**src/mem_manager_defs.svh**
```systemverilog
`ifndef MEM_MANAGER_DEFS_SVH
`define MEM_MANAGER_DEFS_SVH

// --------------------------------------------------
// system bus widths
// --------------------------------------------------
`define ADDR_W 18                  // word address
`define DATA_W 32                  // data word

// --------------------------------------------------
// slot timing inside one system cycle
// --------------------------------------------------
`define SLOTS_PER_CYCLE 10         // fast clocks per system clock
`define LATCH_SLOT 1               // bus sampled here, first publish slot
`define NO_RETURN 2                // closing slots, nothing published
`define SLOT_W 4                   // slot counter width

// --------------------------------------------------
// scratch window, mapped onto the on-chip RAM
// --------------------------------------------------
`define SCRATCH_BASE 230403
`define SCRATCH_WORDS 16384
`define SCRATCH_AW 14              // log2 of the window size

`endif

```
**src/mem_manager_pkg.sv**
```systemverilog
`include "mem_manager_defs.svh"

package mem_manager_pkg;

	// --------------------------------------------------
	// one word request, system bus or external command
	// --------------------------------------------------
	typedef struct packed {
		logic wren;                    // 1 = write
		logic [`ADDR_W-1:0] addr;      // word address
		logic [`DATA_W-1:0] wdata;     // write data, ignored on reads
	} mem_word_req_t;

	// where a decoded address lands
	typedef enum logic [0:0] {
		REGION_SCRATCH = 1'b0,         // on-chip scratch RAM
		REGION_EXT     = 1'b1          // external memory
	} region_t;

	// --------------------------------------------------
	// decoded form of the sampled request
	// --------------------------------------------------
	typedef struct packed {
		logic hit;                     // same as last request, nothing to do
		region_t region;
		logic [`SCRATCH_AW-1:0] offset; // word offset inside the window
	} access_t;

endpackage

```
**src/access_tracker.sv**
```systemverilog
`timescale 1ns/1ps
`include "mem_manager_defs.svh"

// single-word cache record plus address decode
module access_tracker (
	input  logic modified_clock_sram,
	input  logic rst,
	input  mem_manager_pkg::mem_word_req_t sys_req,
	input  logic sample,
	output mem_manager_pkg::access_t access
);

	// window bounds, sized to the bus
	localparam logic [`ADDR_W-1:0] WIN_BASE = `ADDR_W'(`SCRATCH_BASE);
	localparam logic [`ADDR_W-1:0] WIN_SIZE = `ADDR_W'(`SCRATCH_WORDS);

	mem_manager_pkg::mem_word_req_t rec; // last sampled request
	logic rec_valid;                     // nothing recorded yet after reset

	logic [`ADDR_W-1:0] win_off;         // address relative to window base
	logic in_window;
	logic same_addr;
	logic same_write;

	// --------------------------------------------------
	// record, updated only when the bus is sampled
	// --------------------------------------------------
	always_ff @(posedge modified_clock_sram) begin
		if (rst) begin
			rec_valid <= 1'b0;
		end else if (sample) begin
			rec_valid <= 1'b1;
		end
	end

	always_ff @(posedge modified_clock_sram) begin
		if (sample) begin
			rec <= sys_req; // address, wren and data together
		end
	end

	// --------------------------------------------------
	// hit check
	// --------------------------------------------------
	assign same_addr = rec_valid && (sys_req.addr == rec.addr);

	// a repeated write only counts if the data is unchanged too
	assign same_write = sys_req.wren && rec.wren && (sys_req.wdata == rec.wdata);

	// --------------------------------------------------
	// region decode
	// --------------------------------------------------
	// below the base wraps to a large offset, so one compare covers both ends
	assign win_off   = sys_req.addr - WIN_BASE;
	assign in_window = (win_off < WIN_SIZE);

	always_comb begin
		access.hit    = same_addr && (!sys_req.wren || same_write);
		access.region = in_window ? mem_manager_pkg::REGION_SCRATCH
		                          : mem_manager_pkg::REGION_EXT;
		access.offset = win_off[`SCRATCH_AW-1:0]; // meaningful only in window
	end

endmodule

```
**config.mk**
```make
export PLATFORM = sky130hd
export DESIGN_NAME = access_tracker
export DESIGN_NICKNAME = d
export VERILOG_FILES = /design/src/mem_manager_pkg.sv /design/src/access_tracker.sv
export VERILOG_INCLUDE_DIRS = /design/src
export SDC_FILE = /design/constraint.sdc
export NUM_CORES = 1
export LEC_CHECK = 0
export BUFFER_PORTS_ARGS = -buffer_cell sky130_fd_sc_hd__buf_2
export CORE_AREA = 2 2 76 78
export DETAILED_ROUTE_END_ITERATION = 7
export DIE_AREA = 0 0 78 80
export PLACE_DENSITY = 0.74
export SLEW_MARGIN = 40
export SYNTH_ARGS = -nofsm -noshare
export SYNTH_HDL_FRONTEND = slang
export SYNTH_SLANG_ARGS = --single-unit
```
**constraint.sdc**
```tcl
create_clock -name modified_clock_sram -period 1.65 [get_ports modified_clock_sram]
set_input_delay 0.0825 -clock modified_clock_sram [delete_from_list [all_inputs] [get_ports modified_clock_sram]]
set_output_delay 0.0825 -clock modified_clock_sram [all_outputs]
set_load 0.02 [all_outputs]
```
==> metrics <==
Post-synth ARST share 0%; reg2reg start rec_valid; Max Buffers Root-to-Sink 2; Synth Area in Adders 0.514%; antenna violations before repair 0; Slowest cell on crit path or4_4; grt ovf 0; vias in the first global route 1810; clock sink count 52; Nets 354; total power 2.82 mW; Worst R2R Setup Slack 1.07 ns; multiplexer share of the synthesized area 0%; GP Congestion 0.865; Critical path destination access[14]; final instance area 3610 um^2; max-slew violation count 0; Setup Viol. Count Final 4; final design utilization 66.8%; die area 6240 um^2; GRT Resource Usage Total 17.7%; placed instance area 3070 um^2; Initial DRC Count 65; synthesized area per cell 14.5 um^2; post-route ant nets 0; Clock Skew 0 ns; Simple-Gate Fraction of Synth Area 9.81%; Fin. Hold Viols 0; RSZ-0062 raised after global routing yes; Reg clk slew, reported paths 0.08 ns; YS warnings 0; final WL 5270 um; Routed wire per std cell 14.2 um; fill count 411; Worst R2R Path Depth 2; Slew HR 77.1%; number of synthesized register bits 52; Detailed Routing Iterations Pass 1 5; area leader, netlist edfxtp_1; Arr. time, crit path 1.73 ns; row cnt 27; PortBufs 69; main combinational cell family by area after synthesis XOR/XNOR gates; Most used DFF post-synth edfxtp_1; htree depth 2; final hold slack 0.0434 ns; # diodes 0; Gate Count Post-Synth 168; HPWL Detailed 3650 um; Die H 80 um; top-area cell type share of the netlist area 62.9%; area of the multi-input gates 961 um^2; ranking of synthesized cells by area edfxtp_1 (63%), xnor2_1 (18%), xor2_1 (3.6%); worst-path cell chain buf_8 > ha_4 > or4_4 > o31ai_4 > nand3b_1 > a2111oi_2 > nand2_1 > buf_6; Worst-Margin Slew 0.340 ns; xor/xnor share of the synthesized area 21.9%; maximum clock frequency 0.553 GHz; clock latency on the worst-skew pair 0.28 ns; share of layout cells above drive strength 1 37.8%; Seq/Total Area, Yosys 63.7%; Slowest Stage Delay on Critical Path 0.50 ns; Placeable Area 5410 um^2; vias per std cell 4.78; status complete, but fails checks; register area 1550 um^2; WS Path Type in -> out; Period minus WS final 1.81 ns; Vias 1774; Synth cell types 26; Starting Density 45.1%; failing checks setup timing; CP Capture Type output pin; final worst slack -0.160 ns; Leak Pwr 1.36 nW; setup TNS -0.393 ns; largest net degree at the start of global routing 53; Post-synth EDFFs 51; Syn Nets 223; Netlist Area Pre-Place 2440 um^2; Layout Cells excl Fill 371; I/O pins 70; Max IR drop VDD 0.369 mV; Root Driver clkbuf_8; Final period util 110%; die width 78 um; DRC errors left 0; crit path max fanout 3; crit path launch sys_req[32]; worst hold path class in -> reg; number of max-cap violations 0; first-pass GRT wire length 8510 um; critical path required time 1.57 ns; nature of the critical path startpoint primary input; Pwr Density 782 nW/um^2; Area Growth Syn to Fin 48.1%; CTS buffer count 5; R2R Path End rec_valid; pre-CTS setup slack -0.236 ns; post-synthesis compound-gate area fraction 3.39%; DP Cell Count 329; CTS tree built
critical path: cells and delay by family:
family	cells	cell delay, ns
AND/OR/NAND/NOR	3	0.74
AO/OA/AOI/OAI	2	0.51
buffers and inverters	2	0.25
adder cells (fa/ha/maj)	1	0.15
logic make-up (layout without fill, tap and decap cells):
| group | Yosys count | in the layout |
|---|---|---|
| fa+ha+maj | 1 | 1 |
| compound gates | 8 | 8 |
| flops | 52 | 52 |
| simple gates | 42 | 42 |
| xor+xnor | 61 | 61 |
| buf+inv | 4 | 135 |
final cells by class:
| class | instances | share of cell area [%] |
|---|---|---|
| Sequential cell | 52 | 43.0 |
| Multi-Input combinational cell | 112 | 26.6 |
| Timing Repair Buffer | 127 | 25.6 |
| Tap cell | 72 | 2.50 |
| Clock buffer | 6 | 2.01 |
| Clock inverter | 1 | 0.139 |
| Inverter | 1 | 0.104 |
cells in the final DEF, fill, tap and decap left out, types with 3 or more instances in the layout:
master and count:
a21oi_1 3, buf_2 61, buf_4 26, buf_6 3, clkbuf_8 5, dlygate4sd3_1 34
edfxtp_1 51, nand2_1 3, nand3_1 3, nand4_1 13, nor2_1 6, xnor2_1 49
xor2_1 10
cell usage after synthesis (2+ instances only):
master    number
a21oi_1        3
clkbuf_1       2
xor2_1        10
xnor2_1       51
nor3_1         4
nand3_1        3
nor4_1         5
or4_1          2
nand2_1        4
nor2_1         6
nand4_1       13
edfxtp_1      51
registers in the layout, indices dropped and copies added, names as in the netlist:
| name | cells |
|---|---|
| rec | 51 |
| rec_valid | 1 |
what timing repair did:
| action | in CTS | in global routing |
|---|---|---|
| pin swaps | 8 | 7 |
| endpoints found under the hold margin | 31 | 3 |
| endpoints found under the setup margin | 7 | 7 |
| gates resized for setup | 14 | 11 |
| buffers inserted | 0 | 2 |
| hold buffers | 31 | 3 |
where the power goes:
| part | internal, mW | switching (mW) | total (mW) |
|---|---|---|---|
| logic | 0.299 | 0.254 | 0.553 |
| clock network | 0.289 | 0.367 | 0.656 |
| registers | 1.57 | 0.0460 | 1.61 |
| total | 2.15 | 0.668 | 2.82 |
worst min-delay path by stage:
stage	from	end	cells after the start
floorplan	rst	rec_valid	1
finish	sys_req[47]	rec[47]	1
CTS	sys_req[19]	rec[19]	1
detailed placement	rst	rec_valid	2
global route	sys_req[47]	rec[47]	1
global placement	rst	rec_valid	2
per-layer routing:
metal / GRT usage (%) / share of wire (%)
met1: 23.1 / 46
met2: 30.3 / 49
met3: 3.17 / 4.8
met4: 4.91 / 0.87
met5: 0 / 0
Power figures use the tool's default switching activity.
