[src/mem_manager_defs.svh]
`ifndef MEM_MANAGER_DEFS_SVH
`define MEM_MANAGER_DEFS_SVH

// --------------------------------------------------
// system bus widths
// --------------------------------------------------
`define ADDR_W 18                  // word address
`define DATA_W 32                  // data word

// --------------------------------------------------
// slot timing inside one system cycle
// --------------------------------------------------
`define SLOTS_PER_CYCLE 10         // fast clocks per system clock
`define LATCH_SLOT 1               // bus sampled here, first publish slot
`define NO_RETURN 2                // closing slots, nothing published
`define SLOT_W 4                   // slot counter width

// --------------------------------------------------
// scratch window, mapped onto the on-chip RAM
// --------------------------------------------------
`define SCRATCH_BASE 230403
`define SCRATCH_WORDS 16384
`define SCRATCH_AW 14              // log2 of the window size

`endif

[src/mem_manager_pkg.sv]
`include "mem_manager_defs.svh"

package mem_manager_pkg;

	// --------------------------------------------------
	// one word request, system bus or external command
	// --------------------------------------------------
	typedef struct packed {
		logic wren;                    // 1 = write
		logic [`ADDR_W-1:0] addr;      // word address
		logic [`DATA_W-1:0] wdata;     // write data, ignored on reads
	} mem_word_req_t;

	// where a decoded address lands
	typedef enum logic [0:0] {
		REGION_SCRATCH = 1'b0,         // on-chip scratch RAM
		REGION_EXT     = 1'b1          // external memory
	} region_t;

	// --------------------------------------------------
	// decoded form of the sampled request
	// --------------------------------------------------
	typedef struct packed {
		logic hit;                     // same as last request, nothing to do
		region_t region;
		logic [`SCRATCH_AW-1:0] offset; // word offset inside the window
	} access_t;

endpackage

[src/ext_mem_port.sv]
`timescale 1ns/1ps
`include "mem_manager_defs.svh"

// four-phase req/ack master toward external memory
module ext_mem_port (
	input  logic modified_clock_sram,
	input  logic rst,
	input  logic start,
	input  mem_manager_pkg::mem_word_req_t cmd,
	output logic done,
	output logic [`DATA_W-1:0] rdata,
	output logic ext_req,
	output mem_manager_pkg::mem_word_req_t ext_cmd,
	input  logic ext_ack,
	input  logic [`DATA_W-1:0] ext_rdata
);

	typedef enum logic [1:0] {
		P_IDLE,      // waiting for start
		P_SETUP,     // command settling before req
		P_WAIT_ACK,  // req high, ack pending
		P_WAIT_REL   // req dropped, ack still high
	} port_state_t;

	port_state_t state;

	// --------------------------------------------------
	// handshake FSM
	// --------------------------------------------------
	always_ff @(posedge modified_clock_sram) begin
		if (rst) begin
			state   <= P_IDLE;
			ext_req <= 1'b0;
			done    <= 1'b0;
		end else begin
			done <= 1'b0; // single clock pulse
			case (state)
				P_IDLE: begin
					if (start) begin
						state <= P_SETUP;
					end
				end
				P_SETUP: begin
					ext_req <= 1'b1; // cmd already stable one clock
					state   <= P_WAIT_ACK;
				end
				P_WAIT_ACK: begin
					if (ext_ack) begin
						ext_req <= 1'b0;
						state   <= P_WAIT_REL;
					end
				end
				P_WAIT_REL: begin
					if (!ext_ack) begin
						done  <= 1'b1; // responder released, port free again
						state <= P_IDLE;
					end
				end
				default: begin
					ext_req <= 1'b0;
					state   <= P_IDLE;
				end
			endcase
		end
	end

	// --------------------------------------------------
	// command and read data holding
	// --------------------------------------------------
	always_ff @(posedge modified_clock_sram) begin
		if (state == P_IDLE && start) begin
			ext_cmd <= cmd; // held for the whole transaction
		end
		if (state == P_WAIT_ACK && ext_ack) begin
			rdata <= ext_rdata; // valid with ack
		end
	end

endmodule

[config.mk]
export PLATFORM = sky130hd
export DESIGN_NAME = ext_mem_port
export DESIGN_NICKNAME = d
export VERILOG_FILES = /design/src/mem_manager_pkg.sv /design/src/ext_mem_port.sv
export VERILOG_INCLUDE_DIRS = /design/src
export SDC_FILE = /design/constraint.sdc
export NUM_CORES = 1
export LEC_CHECK = 0
export BUFFER_PORTS_ARGS = -buffer_cell sky130_fd_sc_hd__buf_2
export CAP_MARGIN = 10
export CORE_MARGIN = 5
export CORE_UTILIZATION = 45
export CTS_CLUSTER_SIZE = 16
export DETAILED_ROUTE_END_ITERATION = 8
export GPL_ROUTABILITY_DRIVEN = 0
export PLACE_DENSITY = 0.84
export SETUP_SLACK_MARGIN = 0.1
export SYNTH_ARGS = -nofsm -noshare
export SYNTH_HDL_FRONTEND = slang
export SYNTH_SLANG_ARGS = --single-unit
[constraint.sdc]
create_clock -name modified_clock_sram -period 3.4 [get_ports modified_clock_sram]
set_input_delay 0.34 -clock modified_clock_sram [delete_from_list [all_inputs] [get_ports modified_clock_sram]]
set_output_delay 0.34 -clock modified_clock_sram [all_outputs]
set_load 0.02 [all_outputs]
==> metrics.cfg, run 1 <==
[run_status]
outcome = finished clean

[hold_path]
worstHoldPathCells = 1
min_path_type = primary input to register
hold_path_end = rdata[6]$_DFFE_PP_
holdCritStartpoint = ext_rdata[6]

[clock_network]
htreeDepth = 3
numCtsBuffers = 9
postCtsSetupBuffers = 0
cts_tree = yes
clk_path_buf_depth = 2
ctsHoldBuffers = 0
cts-root-buf = clkbuf_8
clock_latency_ps = 340
clock-sinks = 87
cts-resized-gates = 0
clk_pin_slew_ps = 80

[power_and_ir_drop]
leakagePower_nw = 1.64
power_density_nw_per_um2 = 717
ir_drop_v = 0.000411

[layout]
layout_common_cells = 171 x buf_2, 83 x edfxtp_1, 9 x clkbuf_8
final_cells = 370
drive_above_1_share = 0.631
nets = 382
layout_commonest_cell = buf_2
area_delta_synth_final_pct = 40.8
diodes = 0

[place]
dp_cells = 355
port_buffers = 171
dp_hpwl_mm = 5.00

[worst_setup_path]
r2r-start = state[0]$_SDFFE_PP0P_
reg2reg_depth = 4
worstPathRequired_ps = 3360
path_class = register to register
start_kind = register
crit_fanout = 32
crit-reg2reg-capture = rdata[10]$_DFFE_PP_
crit_arrival_ps = 1910
r2r_setup_slack_ps = 1440
critPathCaptureType = register

[detailed_routing]
wl_mm = 6.25
vias = 1676
drtIter0Drc = 63
wire_per_inst_um = 16.9
ant_nets = 0
drc = 0
drt_pass1_iterations = 4
viasPerCell = 4.53

[floorplan]
die_x_um = 87.9
core_area_sq_um = 5920
initial_core_util = 0.462
num_rows = 28
io_pins = 172
dieHeight_um = 87.9
dieArea_sq_um = 7730

[synth]
synth_area_sq_um = 2730
avgSynthCellArea_sq_um = 25.1
yosysTopAreaCell = edfxtp_1
yosysWarnings = 0
synth_cells = 109
yosysTopAreaCellShare = 0.912
yosys_register_bits = 87
synthTopCellsByArea = edfxtp_1 91%, dfxtp_1 2.9%, ha_1 1.8%
synth_nets = 200
synth_cell_types = 15
yosysSeqAreaShare = 0.941

[sta]
final.period_utilization = 0.575
worst_pin_slew_ps = 1140
fin_tns_setup_ps = 0
relSlewSlack = 0.237
fmax_mhz = 511
hold_viol = 0
finalMaxSlewViolations = 0
min_period_ps = 1960
finClkSkew_ps = 8.83
setup_viol = 0
rsz0062_at_grt = false

[global_route]
grt_max_degree = 52
antenna_found_initial = 0
grt_usage = 0.159
grt_pass1_wl_mm = 8.74
grt_pass1_vias = 1717
grt_overflow_total = 0

[flow_run]
maxCapViolations = 0

layout make-up:
| type | count | area [sq um] |
|---|---|---|
| sequential | 87 | 2570 |
| fill | 425 | 2070 |
| timing repair buffer | 171 | 856 |
| multi-input combinational | 18 | 146 |
| clock buffer | 10 | 128 |
| tap | 75 | 93.8 |
| clock inverter | 5 | 36.3 |
| inverter | 4 | 15.0 |
per-stage QoR:
stage          instance area, sq um  utilization  setup WS [ps]  hold WS, ps  total power, W
2_1_floorplan                  2730            -           1160          412         0.00193
3_3_place_gp                   3680        0.622           1510          486         0.00218
3_5_place_dp                   3680        0.622           1440          487         0.00220
4_1_cts                        3850        0.650           1410          146         0.00280
5_1_grt                        3850        0.650           1280          138         0.00291
6_report                       3850        0.650           1440          170         0.00276
worst max-delay path by stage:
stage / slack, ps / start / to
global route: 1280 / state[0]$_SDFFE_PP0P_ / rdata[10]$_DFFE_PP_
finish: 1440 / state[0]$_SDFFE_PP0P_ / rdata[10]$_DFFE_PP_
CTS: 1410 / state[0]$_SDFFE_PP0P_ / rdata[28]$_DFFE_PP_
global placement: 1510 / state[0]$_SDFFE_PP0P_ / rdata[21]$_DFFE_PP_
floorplan: 1160 / state[0]$_SDFFE_PP0P_ / ext_cmd[0]$_DFFE_PP_
detailed placement: 1440 / state[0]$_SDFFE_PP0P_ / rdata[0]$_DFFE_PP_
cell families (layout without fill, tap and decap cells):
kind of cell | Yosys count | in the layout | synth area share
adder cells (fa/ha/maj) | 4 | 4 | 0.0183
AO/OA/AOI/OAI | 4 | 4 | 0.0128
flip-flops | 87 | 87 | 0.941
buffers and inverters | 4 | 190 | 0.00549
multiplexers | 1 | 1 | 0.00366
AND/OR/NAND/NOR | 9 | 9 | 0.0183
where the power goes:
| part | switching (W) | leakage [nW] | total (W) | internal, W |
|---|---|---|---|---|
| registers | 0.0000558 | 0.808 | 0.00150 | 0.00145 |
| logic | 0.000466 | 0.758 | 0.000662 | 0.000197 |
| clock network | 0.000335 | 0.0760 | 0.000596 | 0.000261 |
| total | 0.000856 | 1.64 | 0.00276 | 0.00190 |
cell usage after synthesis:
cell type and n:
inv_1 4, o21a_1 1, nand2_1 1, a211oi_1 1, dfxtp_1 4, a21oi_1 1, mux2i_1 1, and2_1 1
nor3b_1 1, a221oi_2 1, nor2_1 2, nor2b_1 2, nand2b_1 2, ha_1 4, edfxtp_1 83
routing by layer:
layer | vias to the layer above | global-route usage | share of wire
met1 | 763 | 0.182 | 0.34
met3 | 12 | 0.0837 | 0.17
met5 | - | 0 | 0
li1 | 787 | - | -
met2 | 114 | 0.250 | 0.47
met4 | 0 | 0.0725 | 0.020
sequential cells by signal, summed over array words and instances, names as in the netlist:
| name | flops |
|---|---|
| rdata | 32 |
| ext_req | 1 |
| ext_cmd | 51 |
| state | 2 |
| done | 1 |
critical path, cell delays in order (launching register included):
cell and delay, ps:
dfxtp_1 340, inv_1 90, ha_1 210, nand2_1 90
inv_1 830
Power figures use the tool's default switching activity.
==> inputs of run 2 (changes only) <==
--- a/config.mk
+++ b/config.mk
@@ -9,11 +9,11 @@
 export BUFFER_PORTS_ARGS = -buffer_cell sky130_fd_sc_hd__buf_2
 export CAP_MARGIN = 10
 export CORE_MARGIN = 5
-export CORE_UTILIZATION = 45
+export CORE_UTILIZATION = 42
 export CTS_CLUSTER_SIZE = 16
 export DETAILED_ROUTE_END_ITERATION = 8
 export GPL_ROUTABILITY_DRIVEN = 0
-export PLACE_DENSITY = 0.84
+export PLACE_DENSITY = 0.79
 export SETUP_SLACK_MARGIN = 0.1
 export SYNTH_ARGS = -nofsm -noshare
 export SYNTH_HDL_FRONTEND = slang
==> constraint.sdc (replaced) <==
create_clock -name modified_clock_sram -period 1.9 [get_ports modified_clock_sram]
set_input_delay 0.19 -clock modified_clock_sram [delete_from_list [all_inputs] [get_ports modified_clock_sram]]
set_output_delay 0.19 -clock modified_clock_sram [all_outputs]
set_load 0.02 [all_outputs]
==> run 2 against run 1 <==
Design area rose by 16%. Register-to-register slack worse by 960 ps. Combinational power grew 110%. First-iteration DRC count rose by 57%. Maximum frequency grew 38%. Hold slack lost 150 ps. Sequential power increased by 79%. Power increased by 90%. Critical path type unchanged. Largest power group unchanged.
==> metrics.cfg, run 2 (same netlist as run 1, synthesis figures left out) <==
[global_route]
antenna_found_initial = 0  ; unchanged
grt_max_degree = 52  ; unchanged
grt_pass1_wl_mm = 11.5  ; +32%
grt_usage = 0.184  ; +0.0244
grt_overflow_total = 0  ; unchanged
grt_pass1_vias = 2047  ; +19%

[worst_setup_path]
path_class = register to register
crit-reg2reg-capture = ext_cmd[48]$_DFFE_PP_
cpLargestDelayFamily = flip-flops
crit_fanout = 51  ; +59%
worstPathRequired_ps = 1930  ; -1430 ps
path_cells = inv_1, ha_1, and2_2, buf_12
r2r-start = state[0]$_SDFFE_PP0P_
crit_arrival_ps = 1450  ; -460 ps
crit_buf_inv = 2  ; unchanged
start_kind = register
r2r_setup_slack_ps = 480  ; -960 ps
reg2reg_depth = 4  ; unchanged
critPathMaxStageDelay_ps = 350  ; -480 ps
cp_slowest_cell = dfxtp_1
critPathCaptureType = register

[layout]
diodes = 0  ; unchanged
area_delta_synth_final_pct = 63.7
layout_common_cells = 171 x buf_2, 83 x edfxtp_1, 56 x dlygate4sd3_1, 9 x clkbuf_8
regMostFlops = ext_cmd
layout_commonest_cell = buf_2
drive_above_1_share = 0.540  ; -0.0910
nets = 440  ; +15%
largest_register_ffs = 51  ; unchanged
reg.largest.list = ext_cmd x51, rdata x32, state x2

[floorplan]
die_x_um = 90.7  ; +3.1%
dieArea_sq_um = 8220  ; +6.3%
num_rows = 29  ; +3.6%
initial_core_util = 0.430  ; -0.0312
io_pins = 172  ; unchanged
core_area_sq_um = 6350  ; +7.2%
dieHeight_um = 90.7  ; +3.1%

[power_and_ir_drop]
p_sw_w = 0.00169  ; +97%
power_density_nw_per_um2 = 1170  ; +63%
power.share.clock = 0.228  ; +0.012
seq_power_share = 0.513  ; -0.031
switching_share = 0.322  ; +0.0118
internal_power_w = 0.00355  ; +87%
ir_drop_v = 0.000773  ; +88%
pwr-share-comb = 0.259  ; +0.019
power_w = 0.00524  ; +90%
leakagePower_nw = 1.90  ; +16%

[hold_path]
worstHoldPathCells = 1  ; unchanged
holdCritStartpoint = cmd[35]
min_path_type = primary input to register
hold_path_end = ext_cmd[35]$_DFFE_PP_

[detailed_routing]
wl_mm = 7.88  ; +26%
drtIter0Drc = 99  ; +57%
drt_pass1_iterations = 4  ; unchanged
ant_nets = 0  ; unchanged
viasPerCell = 4.61  ; +1.8%
drc = 0  ; unchanged
wire_per_inst_um = 18.3  ; +8.2%
vias = 1987  ; +19%

[clock_network]
postCtsSetupBuffers = 0  ; unchanged
clock_latency_ps = 350  ; about the same
ctsHoldBuffers = 48  ; +48
clk_pin_slew_ps = 90  ; about the same
numCtsBuffers = 9  ; unchanged
clk_path_buf_depth = 2  ; unchanged
cts_tree = yes
cts-root-buf = clkbuf_8
clock-sinks = 87  ; unchanged
htreeDepth = 3  ; unchanged
cts-resized-gates = 0  ; unchanged

[place]
port_buffers = 171  ; unchanged
dp_hpwl_mm = 5.12  ; +2.4%

[sta]
finalMaxSlewViolations = 0  ; unchanged
rsz0062_at_grt = false
relSlewSlack = 0.825  ; +0.587
final.period_utilization = 0.745  ; +0.170
fin_tns_setup_ps = 0  ; unchanged
fmax_mhz = 706  ; +38%
finClkSkew_ps = 13.1  ; +4.26 ps
min_period_ps = 1420  ; -540 ps
worst_pin_slew_ps = 263  ; -880 ps
setup_viol = 0  ; unchanged
hold_viol = 0  ; unchanged

[flow_run]
maxCapViolations = 0  ; unchanged

[run_status]
outcome = finished clean

[run 2: changes by cell type in the layout (fill, tap and decap cells not counted), sizes merged]
| cell | change |
|---|---|
| clkbuf | -1 |
| dlygate4sd3 | +56 |
| inv | +4 |
| buf | +2 |
| clkinvlp | +1 |
| clkinv | -3 |
[run 2: through the flow]
| step | std cells | hold slack [ps] | worst slack (ps) | area, sq um | utilization |
|---|---|---|---|---|---|
| after floorplan | 109 | 262 | 210 | 2730 | - |
| after global placement | 359 | 367 | 545 | 3730 | 0.587 |
| after detailed placement | 359 | 368 | 491 | 3730 | 0.587 |
| after CTS | 423 | 0.0860 | 477 | 4390 | 0.692 |
| after global routing | 431 | -2.27 | 351 | 4470 | 0.704 |
| final | 431 | 19.5 | 484 | 4470 | 0.704 |
[run 2: worst register-to-register path: stages (launching register included)]
cell and delay (ps):
dfxtp_1 350, inv_1 90, ha_1 210, and2_2 180, buf_12 260
[run 2: metal layers]
metal | vias to the layer above | global-route usage | wire, um
met5 | - | 0 | 0
met4 | 0 | 0.0658 | 166
met3 | 13 | 0.0658 | 915
met2 | 144 | 0.327 | 4220
met1 | 925 | 0.200 | 2580
li1 | 905 | - | -
[run 2: area by class of cell]
| cell class | count | area (sq um) |
|---|---|---|
| timing repair buffer | 229 | 1460 |
| clock inverter | 7 | 62.6 |
| clock buffer | 9 | 124 |
| multi-input combinational | 18 | 146 |
| fill | 396 | 1880 |
| inverter | 4 | 15.0 |
| tap | 77 | 96.3 |
| sequential | 87 | 2570 |
[run 2: how the worst max path moves through the flow]
stage / startpoint / end / slack [ps] / cells past startpoint
6_report: state[0]$_SDFFE_PP0P_ / ext_cmd[48]$_DFFE_PP_ / 480 / 4
3_5_place_dp: state[0]$_SDFFE_PP0P_ / ext_cmd[13]$_DFFE_PP_ / 490 / 4
2_1_floorplan: state[0]$_SDFFE_PP0P_ / ext_cmd[0]$_DFFE_PP_ / 210 / 3
4_1_cts: state[0]$_SDFFE_PP0P_ / ext_cmd[12]$_DFFE_PP_ / 480 / 4
3_3_place_gp: state[0]$_SDFFE_PP0P_ / ext_cmd[22]$_DFFE_PP_ / 540 / 4
5_1_grt: state[0]$_SDFFE_PP0P_ / state[1]$_SDFFE_PP0P_ / 350 / 5
[run 2: power by group through the flow]
| stage | Combinational [W] | Clock, W | Sequential (W) |
|---|---|---|---|
| finish | 0.00136 | 0.00120 | 0.00269 |
| global route | 0.00145 | 0.00132 | 0.00272 |
| CTS | 0.00135 | 0.00123 | 0.00268 |
| detailed placement | 0.00127 | 0 | 0.00272 |
| global placement | 0.00124 | 0 | 0.00270 |
| floorplan | 0.000288 | 0 | 0.00316 |
