## src/mem_manager_defs.svh

```systemverilog
`ifndef MEM_MANAGER_DEFS_SVH
`define MEM_MANAGER_DEFS_SVH

// --------------------------------------------------
// system bus widths
// --------------------------------------------------
`define ADDR_W 18                  // word address
`define DATA_W 32                  // data word

// --------------------------------------------------
// slot timing inside one system cycle
// --------------------------------------------------
`define SLOTS_PER_CYCLE 10         // fast clocks per system clock
`define LATCH_SLOT 1               // bus sampled here, first publish slot
`define NO_RETURN 2                // closing slots, nothing published
`define SLOT_W 4                   // slot counter width

// --------------------------------------------------
// scratch window, mapped onto the on-chip RAM
// --------------------------------------------------
`define SCRATCH_BASE 230403
`define SCRATCH_WORDS 16384
`define SCRATCH_AW 14              // log2 of the window size

`endif

```

## src/mem_manager_pkg.sv

```systemverilog
`include "mem_manager_defs.svh"

package mem_manager_pkg;

	// --------------------------------------------------
	// one word request, system bus or external command
	// --------------------------------------------------
	typedef struct packed {
		logic wren;                    // 1 = write
		logic [`ADDR_W-1:0] addr;      // word address
		logic [`DATA_W-1:0] wdata;     // write data, ignored on reads
	} mem_word_req_t;

	// where a decoded address lands
	typedef enum logic [0:0] {
		REGION_SCRATCH = 1'b0,         // on-chip scratch RAM
		REGION_EXT     = 1'b1          // external memory
	} region_t;

	// --------------------------------------------------
	// decoded form of the sampled request
	// --------------------------------------------------
	typedef struct packed {
		logic hit;                     // same as last request, nothing to do
		region_t region;
		logic [`SCRATCH_AW-1:0] offset; // word offset inside the window
	} access_t;

endpackage

```

## src/access_sequencer.sv

```systemverilog
`timescale 1ns/1ps
`include "mem_manager_defs.svh"

// main FSM: dispatch, wait, slot-legal publish of pause and data_read
module access_sequencer (
	input  logic modified_clock_sram,
	input  logic rst,
	input  logic [`SLOT_W-1:0] slot,
	input  logic ext_ready,
	input  mem_manager_pkg::mem_word_req_t sys_req,
	input  mem_manager_pkg::access_t access,
	output logic sample,
	output logic scratch_we,
	output logic [`SCRATCH_AW-1:0] scratch_addr,
	output logic [`DATA_W-1:0] scratch_wdata,
	input  logic [`DATA_W-1:0] scratch_rdata,
	output logic ext_start,
	input  logic ext_done,
	input  logic [`DATA_W-1:0] ext_rdata,
	output logic pause,
	output logic [`DATA_W-1:0] data_read
);

	// legal publishing window, slots 1 to 7
	localparam logic [`SLOT_W-1:0] FIRST_SLOT = `SLOT_W'(`LATCH_SLOT);
	localparam logic [`SLOT_W-1:0] LAST_SLOT =
		`SLOT_W'(`SLOTS_PER_CYCLE - 1 - `NO_RETURN);

	typedef enum logic [3:0] {
		ST_START,        // waiting for external memory ready
		ST_IDLE,
		ST_SCR_WRITE,
		ST_SCR_READ,
		ST_SCR_READ_RDY,
		ST_EXT_WAIT,
		ST_VALID,        // result ready, waiting for a legal slot
		ST_NR_WAIT,      // finished in no-return slots
		ST_NR_RELEASE    // slot 0 passed, publish at next legal slot
	} seq_state_t;

	seq_state_t state;

	logic [`DATA_W-1:0] pending; // result to publish
	logic ext_is_read;           // external access needs its read data
	logic legal_slot;
	logic publish;

	assign legal_slot = (slot >= FIRST_SLOT) && (slot <= LAST_SLOT);
	assign sample     = (state == ST_IDLE) && (slot == FIRST_SLOT);

	// both waiting states release the same way
	assign publish = legal_slot && ((state == ST_VALID) || (state == ST_NR_RELEASE));

	// --------------------------------------------------
	// control FSM
	// --------------------------------------------------
	always_ff @(posedge modified_clock_sram) begin
		if (rst) begin
			state      <= ST_START;
			pause      <= 1'b0;
			data_read  <= '0;
			scratch_we <= 1'b0;
			ext_start  <= 1'b0;
		end else begin
			scratch_we <= 1'b0; // both are one clock pulses
			ext_start  <= 1'b0;
			if (publish) begin
				pause     <= 1'b0;
				data_read <= pending;
			end
			case (state)
				ST_START: begin
					if (ext_ready && slot == '0) begin
						state <= ST_IDLE;
					end
				end
				ST_IDLE: begin
					if (sample) begin
						if (access.hit) begin
							state <= ST_VALID; // cached, republish same value
						end else begin
							pause <= 1'b1; // slot 1, legal
							if (access.region == mem_manager_pkg::REGION_SCRATCH) begin
								if (sys_req.wren) begin
									scratch_we <= 1'b1;
									state      <= ST_SCR_WRITE;
								end else begin
									state <= ST_SCR_READ;
								end
							end else begin
								ext_start <= 1'b1;
								state     <= ST_EXT_WAIT;
							end
						end
					end
				end
				ST_SCR_WRITE:    state <= ST_VALID; // write lands this clock
				ST_SCR_READ:     state <= ST_SCR_READ_RDY;
				ST_SCR_READ_RDY: state <= ST_VALID;
				ST_EXT_WAIT: begin
					if (ext_done) begin
						state <= ST_VALID;
					end
				end
				ST_VALID: begin
					if (publish) begin
						state <= ST_IDLE;
					end else if (slot > LAST_SLOT) begin
						state <= ST_NR_WAIT; // slots 8, 9
					end
					// slot 0 just waits here for slot 1
				end
				ST_NR_WAIT: begin
					if (slot == '0) begin
						state <= ST_NR_RELEASE;
					end
				end
				ST_NR_RELEASE: begin
					if (publish) begin
						state <= ST_IDLE;
					end
				end
				default: state <= ST_START;
			endcase
		end
	end

	// --------------------------------------------------
	// datapath registers
	// --------------------------------------------------
	always_ff @(posedge modified_clock_sram) begin
		if (sample && !access.hit) begin
			scratch_addr  <= access.offset;
			scratch_wdata <= sys_req.wdata;
			pending       <= sys_req.wdata; // writes pass through to data_read
			ext_is_read   <= !sys_req.wren;
		end
		if (state == ST_SCR_READ_RDY) begin
			pending <= scratch_rdata;
		end
		if (state == ST_EXT_WAIT && ext_done && ext_is_read) begin
			pending <= ext_rdata;
		end
	end

endmodule

```

## config.mk

```make
export PLATFORM = sky130hd
export DESIGN_NAME = access_sequencer
export DESIGN_NICKNAME = d
export VERILOG_FILES = /design/src/mem_manager_pkg.sv /design/src/access_sequencer.sv
export VERILOG_INCLUDE_DIRS = /design/src
export SDC_FILE = /design/constraint.sdc
export NUM_CORES = 1
export LEC_CHECK = 0
export ABC_AREA = 0
export BUFFER_PORTS_ARGS = -buffer_cell sky130_fd_sc_hd__buf_4
export CAP_MARGIN = 15
export CORE_ASPECT_RATIO = 1.25
export CORE_MARGIN = 2
export CORE_UTILIZATION = 52
export CTS_BUF_LIST = sky130_fd_sc_hd__clkbuf_2
export DETAILED_ROUTE_END_ITERATION = 12
export HOLD_SLACK_MARGIN = 0.08
export PLACE_DENSITY_LB_ADDON = 0.3
export RECOVER_POWER = 50
export SLEW_MARGIN = 5
export SYNTH_ARGS = -nofsm -noshare
export SYNTH_HDL_FRONTEND = slang
export SYNTH_SLANG_ARGS = --single-unit
```

## constraint.sdc

```tcl
create_clock -name modified_clock_sram -period 9.8 [get_ports modified_clock_sram]
set_clock_uncertainty 0.05 [all_clocks]
set_input_delay 0.49 -clock modified_clock_sram [delete_from_list [all_inputs] [get_ports modified_clock_sram]]
set_output_delay 0.49 -clock modified_clock_sram [all_outputs]
set_load 0.1 [all_outputs]
```

==> results of run 1 <==
## worst max-delay path, stage by stage, from the launching register on
cell	delay, ps
sky130_fd_sc_hd__dfxtp_1	680
sky130_fd_sc_hd__nor2b_1	300
sky130_fd_sc_hd__nand4_1	160
sky130_fd_sc_hd__or2_2	360
sky130_fd_sc_hd__inv_2	770
sky130_fd_sc_hd__or3_1	450
sky130_fd_sc_hd__buf_4	400
## sequential cells by signal, indices dropped and copies added (netlist names)
signal         cells
scratch_addr      14
pending           32
ext_is_read        1
state              4
scratch_we         1
pause              1
scratch_wdata     32
ext_start          1
data_read         32
## report_power, final
part	total [µW]	switching, µW	internal, µW
Sequential	531	0.621	530
Clock	296	181	115
Combinational	84.7	28.6	56.1
Total	912	210	702
## metrics by stage
stage,util,std cells,hold slack (ps),total power [µW],instance area [µm²]
floorplan,-,394,421,555,4650
global placement,0.717,696,393,596,6230
detailed placement,0.717,696,397,598,6230
CTS,0.833,808,80.1,908,7250
global route,0.802,817,87.2,943,6980
finish,0.802,817,133,912,6980
## synth_stat cells
library cell | count | area share
sky130_fd_sc_hd__a2111oi_2 | 1 | 0.0032
sky130_fd_sc_hd__a211oi_1 | 1 | 0.0016
sky130_fd_sc_hd__a21oi_1 | 38 | 0.041
sky130_fd_sc_hd__a2bb2oi_1 | 1 | 0.0019
sky130_fd_sc_hd__a31oi_1 | 2 | 0.0027
sky130_fd_sc_hd__a32o_1 | 1 | 0.0022
sky130_fd_sc_hd__a32oi_1 | 1 | 0.0019
sky130_fd_sc_hd__and2_1 | 1 | 0.0013
sky130_fd_sc_hd__and3_1 | 1 | 0.0013
sky130_fd_sc_hd__and3b_1 | 1 | 0.0019
sky130_fd_sc_hd__buf_2 | 10 | 0.011
sky130_fd_sc_hd__buf_4 | 1 | 0.0016
sky130_fd_sc_hd__buf_6 | 3 | 0.0073
sky130_fd_sc_hd__clkbuf_1 | 9 | 0.0073
sky130_fd_sc_hd__dfxtp_1 | 39 | 0.17
sky130_fd_sc_hd__edfxtp_1 | 79 | 0.51
sky130_fd_sc_hd__inv_1 | 5 | 0.0040
sky130_fd_sc_hd__mux2_2 | 1 | 0.0024
sky130_fd_sc_hd__mux2i_1 | 32 | 0.069
sky130_fd_sc_hd__nand2_1 | 101 | 0.081
sky130_fd_sc_hd__nand2b_1 | 2 | 0.0027
sky130_fd_sc_hd__nand3_1 | 1 | 0.0011
sky130_fd_sc_hd__nand4_1 | 1 | 0.0013
sky130_fd_sc_hd__nor2_1 | 5 | 0.0040
sky130_fd_sc_hd__nor2_2 | 1 | 0.0013
sky130_fd_sc_hd__nor2b_1 | 3 | 0.0040
sky130_fd_sc_hd__nor3_1 | 6 | 0.0065
sky130_fd_sc_hd__nor3_2 | 1 | 0.0022
sky130_fd_sc_hd__nor3b_1 | 1 | 0.0016
sky130_fd_sc_hd__nor4_2 | 2 | 0.0054
sky130_fd_sc_hd__o2111ai_1 | 1 | 0.0019
sky130_fd_sc_hd__o21ai_0 | 27 | 0.029
sky130_fd_sc_hd__o21ai_1 | 9 | 0.0097
sky130_fd_sc_hd__o221ai_1 | 1 | 0.0019
sky130_fd_sc_hd__or2_2 | 1 | 0.0013
sky130_fd_sc_hd__or3_1 | 2 | 0.0027
sky130_fd_sc_hd__or4_1 | 1 | 0.0016
sky130_fd_sc_hd__xnor2_1 | 1 | 0.0019
## routing by layer
layer / routed length [µm] / up-vias
li1: - / 1991
met1: 5010 / 2016
met2: 8070 / 235
met3: 1030 / 37
met4: 381 / 0
met5: 0 / -
## cells by family after synthesis
kind of cell    count (synthesis)
compound gates                 83
xor+xnor                        1
buf+inv                        28
flops                         118
mux                            33
simple gates                  131
## final cells by class
class                   instances  area [µm²]
fillers                       582        1720
clock inverters                12         113
inverters                       5        18.8
multi-input cells             248        1360
well taps                     120         150
clock buffers                  20         100
repair buffers                294        2090
flip-flops and latches        118        3150
## how the worst max path moves through the flow
stage / from / endpoint / slack, ps / depth (start not counted)
final: state[0] / pending[3] / 6300 / 6
after global routing: state[0] / pending[9] / 6010 / 6
after CTS: state[0] / pending[23] / 6280 / 6
after detailed placement: slot[3] / pending[14] / 6240 / 7
after global placement: slot[3] / pending[13] / 6340 / 7
after floorplan: slot[3] / pending[0] / 6340 / 5
## timing repair
item	in CTS	in global routing
endpoints found under the setup margin	0	0
endpoints found under the hold margin	80	7
hold buffers	80	8
==> load_flow_metrics.sql, run 1 <==
INSERT INTO impl_metrics (metric_group, metric, value, unit) VALUES
('status', 'run_status', 'complete, no violations', ''),
('detailed_routing', 'route.vias.total', '4279', ''),
('hold_path', 'hold_start', 'scratch_rdata[30]', ''),
('synth', 'synth_simple_gate_area_share', '0.122', ''),
('sta', 'worst_slew_margin_rel', '0.159', ''),
('clocking', 'path_clk_slew', '170', 'ps'),
('sta', 'finalMaxSlewViolations', '0', ''),
('die', 'row_count', '38', ''),
('sta', 'finalSetupTns', '0', 'ps'),
('finish', 'drive_above_1_share', '0.217', ''),
('global_route', 'globalRoute.totalOverflow', '0', ''),
('finish', 'layout.cells.most_common_list', 'sky130_fd_sc_hd__nand2_1, sky130_fd_sc_hd__clkbuf_1, sky130_fd_sc_hd__dlygate4sd3_1', ''),
('synth', 'seq_area_frac_synth', '0.677', ''),
('detailed_routing', 'wl', '14500', 'µm'),
('global_route', 'number_of_global_route_vias_before_repair', '4314', ''),
('critical_path', 'worstReg2RegEnd', 'pending[3]', ''),
('synth', 'synth-warning-count', '0', ''),
('global_route', 'met1_usage_in_global_routing', '0.336', ''),
('sta', 'setup_repair_after_global_routing_missed_its_margin', 'no', ''),
('global_route', 'maximum_number_of_pins_on_one_net_before_global_route_repair', '66', ''),
('clocking', 'clock_sinks', '118', ''),
('critical_path', 'rr_worst_depth', '6', ''),
('die', 'io-pin-count', '221', ''),
('synth', 'post_synth_fa_ha_maj_area_fraction', '0', ''),
('sta', 'timing.final.ws_setup', '6300', 'ps'),
('global_route', 'number_of_antenna_violations_at_the_first_check_in_global_routing', '0', ''),
('synth', 'synth_top_family_by_area', 'simple AND/OR/NAND/NOR gates', ''),
('synth', 'synthesis.area', '4650', 'µm²'),
('die', 'initial_core_util', '0.535', ''),
('die', 'die_x', '88.6', 'µm'),
('global_route', 'met3_usage', '0.0886', ''),
('synth', 'ys_types', '38', ''),
('synth', 'post_synth_mux_area_share', '0.0712', ''),
('detailed_routing', 'number_of_nets_still_failing_antenna_checks_after_routing', '0', ''),
('global_route', 'grt_first_pass_wirelength', '21600', 'µm'),
('job', 'max_cap_viol_count', '0', ''),
('critical_path', 'regToRegSetupSlack', '6300', 'ps'),
('clocking', 'tritoncts_clock_tree', 'built', ''),
('detailed_routing', 'drt-wirelength-per-cell', '17.7', 'µm'),
('sta', 'final_critical_delay_including_setup_and_external_delays', '3500', 'ps'),
('power_and_ir_drop', 'power_density', '131', 'nW/µm²'),
('power_and_ir_drop', 'ir_drop', '99.3', 'µV'),
('sta', 'finalCritPeriodShare', '0.357', ''),
('die', 'fp.dieArea', '9730', 'µm²'),
('critical_path', 'critPathKind', 'reg -> reg', ''),
('detailed_routing', 'initialDrtViolationCount', '256', ''),
('clocking', 'cts.repair_timing.setup_buffer_count', '0', ''),
('hold_path', 'holdPathStages', '3', ''),
('detailed_routing', 'drc', '0', ''),
('synth', 'synthesis.instances', '394', ''),
('global_route', 'grt.busiest_layer', 'met2', ''),
('synth', 'ys_ff_latch', '118', ''),
('clocking', 'cts_max_path_buffers', '2', ''),
('detailed_routing', 'viasPerCell', '5.24', ''),
('global_route', 'global_routing_met2_resource_utilization', '0.542', ''),
('clocking', 'cts_root_buf', 'sky130_fd_sc_hd__clkbuf_2', ''),
('sta', 'tightestPinTransition', '1270', 'ps'),
('clocking', 'cts.htree.levels', '4', ''),
('placement', 'portBuffers', '202', ''),
('sta', 'hold_fails_final_rpt', '0', ''),
('finish', 'mostFrequentLayoutCell', 'sky130_fd_sc_hd__nand2_1', ''),
('critical_path', 'worst-path-max-fanout', '48', ''),
('power_and_ir_drop', 'leakage', '0.00249', 'µW'),
('critical_path', 'setup.worst_path.start_class', 'flop', ''),
('critical_path', 'timing.critical_path.required', '10090', 'ps'),
('synth', 'synth_xor_xnor_area_share', '0.00188', ''),
('die', 'design.core.area', '8700', 'µm²'),
('placement', 'place_congestion', '0.863', ''),
('finish', 'number_of_antenna_cells_inserted', '0', ''),
('detailed_routing', 'drt_first_pass_iters', '7', ''),
('hold_path', 'worst_hold_path.endpoint', 'pending[30]', '');
Power figures use the tool's default switching activity.
==> run 2: changes to the inputs <==
- CORE_UTILIZATION: 52 -> 48
- clock period: 9.8 -> 3.6 ns (I/O delays scaled with it)
==> run 2 against run 1 <==
  * Global-route usage down 0.83 points
  * Sequential share of layout area down 2.7 points
  * Flip-flop and latch count unchanged
  * Critical endpoint is now pending[2]
==> load_flow_metrics.sql, run 2 (synthesized netlist as in run 1, its figures left out) <==
INSERT INTO impl_metrics (metric_group, metric, value, unit) VALUES
('clocking', 'clock_sinks', '118', ''),
('power_and_ir_drop', 'ir_drop', '273', 'µV'),
('placement', 'portBuffers', '202', ''),
('critical_path', 'critPathCaptureType', 'flop', ''),
('die', 'row_count', '40', ''),
('critical_path', 'worst_ep_arrival_time', '3620', 'ps'),
('sta', 'setup_repair_after_global_routing_missed_its_margin', 'no', ''),
('finish', 'ff_latch_area', '3150', 'µm²'),
('finish', 'number_of_antenna_cells_inserted', '0', ''),
('critical_path', 'worst-path-max-fanout', '34', ''),
('sta', 'report.final.setup_viol', '0', ''),
('finish', 'n_fill_cell', '667', ''),
('die', 'initial_core_util', '0.489', ''),
('global_route', 'grt_first_pass_wirelength', '23400', 'µm'),
('clocking', 'cts_buffers', '17', ''),
('clocking', 'ctsResizeCount', '0', ''),
('clocking', 'path_clk_slew', '160', 'ps'),
('placement', 'postPlaceCellArea', '6270', 'µm²'),
('detailed_routing', 'viasPerCell', '5.09', ''),
('sta', 'finalSetupTns', '0', 'ps'),
('global_route', 'globalRoute.totalOverflow', '0', ''),
('clocking', 'clkLatencyLatePin', '680', 'ps'),
('power_and_ir_drop', 'power_density', '367', 'nW/µm²'),
('clocking', 'cts.htree.levels', '4', ''),
('global_route', 'number_of_global_route_vias_before_repair', '4713', ''),
('critical_path', 'crit_path_top_delay_cell', 'sky130_fd_sc_hd__dfxtp_1', ''),
('placement', 'post_dp_hpwl', '8410', 'µm'),
('sta', 'worst_slew_margin_rel', '0.178', ''),
('sta', 'fin_hold_ws', '160', 'ps'),
('critical_path', 'timing.critical_path.buf_inv', '3', ''),
('sta', 'final_critical_delay_including_setup_and_external_delays', '3250', 'ps'),
('detailed_routing', 'drt-wirelength-per-cell', '17.9', 'µm'),
('finish', 'footprint_of_the_multi_input_gates', '1360', 'µm²'),
('placement', 'place_congestion', '0.821', ''),
('placement', 'placed_cells_incl_taps', '706', ''),
('sta', 'finalMaxSlewViolations', '0', ''),
('detailed_routing', 'initialDrtViolationCount', '198', ''),
('die', 'io-pin-count', '221', ''),
('finish', 'finalInstanceArea', '7420', 'µm²'),
('clocking', 'cts_max_path_buffers', '2', ''),
('finish', 'mostFrequentLayoutCell', 'sky130_fd_sc_hd__dlygate4sd3_1', ''),
('global_route', 'number_of_antenna_violations_at_the_first_check_in_global_routing', '0', ''),
('critical_path', 'critPathKind', 'reg -> reg', ''),
('die', 'die_x', '92.1', 'µm'),
('hold_path', 'hold_path_class', 'in -> reg', ''),
('global_route', 'maximum_number_of_pins_on_one_net_before_global_route_repair', '41', ''),
('detailed_routing', 'route.vias.total', '4385', ''),
('finish', 'nets', '862', ''),
('die', 'fp.dieArea', '10500', 'µm²'),
('detailed_routing', 'drc', '0', ''),
('status', 'run_status', 'complete, no violations', ''),
('critical_path', 'worstPathCellList', 'inv_1 > nor3_1 > and3_2 > buf_4 > o21ai_0 > dlygate4sd3_1', ''),
('sta', 'tightestPinTransition', '1240', 'ps'),
('clocking', 'cts.repair_timing.setup_buffer_count', '0', ''),
('critical_path', 'cp_slowest_stage_delay', '660', 'ps'),
('clocking', 'cts_root_buf', 'sky130_fd_sc_hd__clkbuf_2', ''),
('global_route', 'grt.total_usage', '0.296', ''),
('sta', 'finalCritPeriodShare', '0.903', ''),
('sta', 'hold_fails_final_rpt', '0', ''),
('die', 'design.core.area', '9510', 'µm²'),
('detailed_routing', 'drt_first_pass_iters', '4', ''),
('finish', 'layout.cells.most_common_list', 'sky130_fd_sc_hd__dlygate4sd3_1, sky130_fd_sc_hd__nand2_1, sky130_fd_sc_hd__clkbuf_1', ''),
('job', 'max_cap_viol_count', '0', ''),
('die', 'die_extent_in_y', '114', 'µm'),
('power_and_ir_drop', 'leakage', '0.00268', 'µW'),
('finish', 'layout_area_overhead', '59.4', '%'),
('detailed_routing', 'number_of_nets_still_failing_antenna_checks_after_routing', '0', ''),
('finish', 'stdcell_count', '862', ''),
('sta', 'fmax', '308', 'MHz'),
('critical_path', 'setup.worst_path.start_class', 'flop', ''),
('detailed_routing', 'wl', '15400', 'µm'),
('critical_path', 'timing.critical_path.max_delay_family', 'buffers and inverters', ''),
('clocking', 'tritoncts_clock_tree', 'built', ''),
('finish', 'drive_above_1_share', '0.204', ''),
('finish', 'largestRegisters', 'data_read (32), pending (32), scratch_wdata (32)', ''),
('critical_path', 'timing.critical_path.required', '3970', 'ps');
[run 2: worst register-to-register path: stages, from the launching register on]
cell and delay [ps]:
sky130_fd_sc_hd__dfxtp_1 660, sky130_fd_sc_hd__inv_1 240, sky130_fd_sc_hd__nor3_1 280, sky130_fd_sc_hd__and3_2 640
sky130_fd_sc_hd__buf_4 410, sky130_fd_sc_hd__o21ai_0 160, sky130_fd_sc_hd__dlygate4sd3_1 580
[run 2: power breakdown]
part           leakage, µW  internal, µW  switching (µW)
Combinational      0.00148           173            83.9
Clock             0.000175           521             499
Sequential         0.00102          1440            1.67
[run 2: stage by stage]
| stage | setup slack, ps | utilization | total power [µW] |
|---|---|---|---|
| final | 350 | 0.780 | 2720 |
| after global routing | 161 | 0.780 | 2810 |
| after CTS | 403 | 0.819 | 2720 |
| after detailed placement | 901 | 0.660 | 1630 |
| after global placement | 974 | 0.660 | 1620 |
| after floorplan | 237 | - | 1510 |
[run 2: final cells by class]
type,count,area share
clock buffers,19,0.0128
well taps,126,0.0212
flip-flops and latches,118,0.425
repair buffers,333,0.330
inverters,5,0.00253
clock inverters,13,0.0251
multi-input cells,248,0.183
[run 2: timing repair]
item | CTS | global route
hold buffers | 123 | 0
hold endpoints to repair | 118 | 0
endpoints found under the setup margin | 0 | 0
[run 2: worst paths after layout]
check	startpoint	end	slack [ps]	cells past startpoint
min	slot[2]	state[2]	160	6
max reg2reg	state[0]	pending[2]	350	6
min reg2reg	data_read[21]	data_read[21]	420	2
max	state[0]	pending[2]	350	6
[run 2: layer usage]
metal / vias up / part of all wire / wire [µm] / global-route usage
li1: 2067 / - / - / -
met1: 2085 / 0.35 / 5380 / 0.311
met2: 186 / 0.56 / 8580 / 0.538
met3: 47 / 0.058 / 889 / 0.0737
met4: 0 / 0.036 / 548 / 0.166
met5: - / 0 / 0 / 0
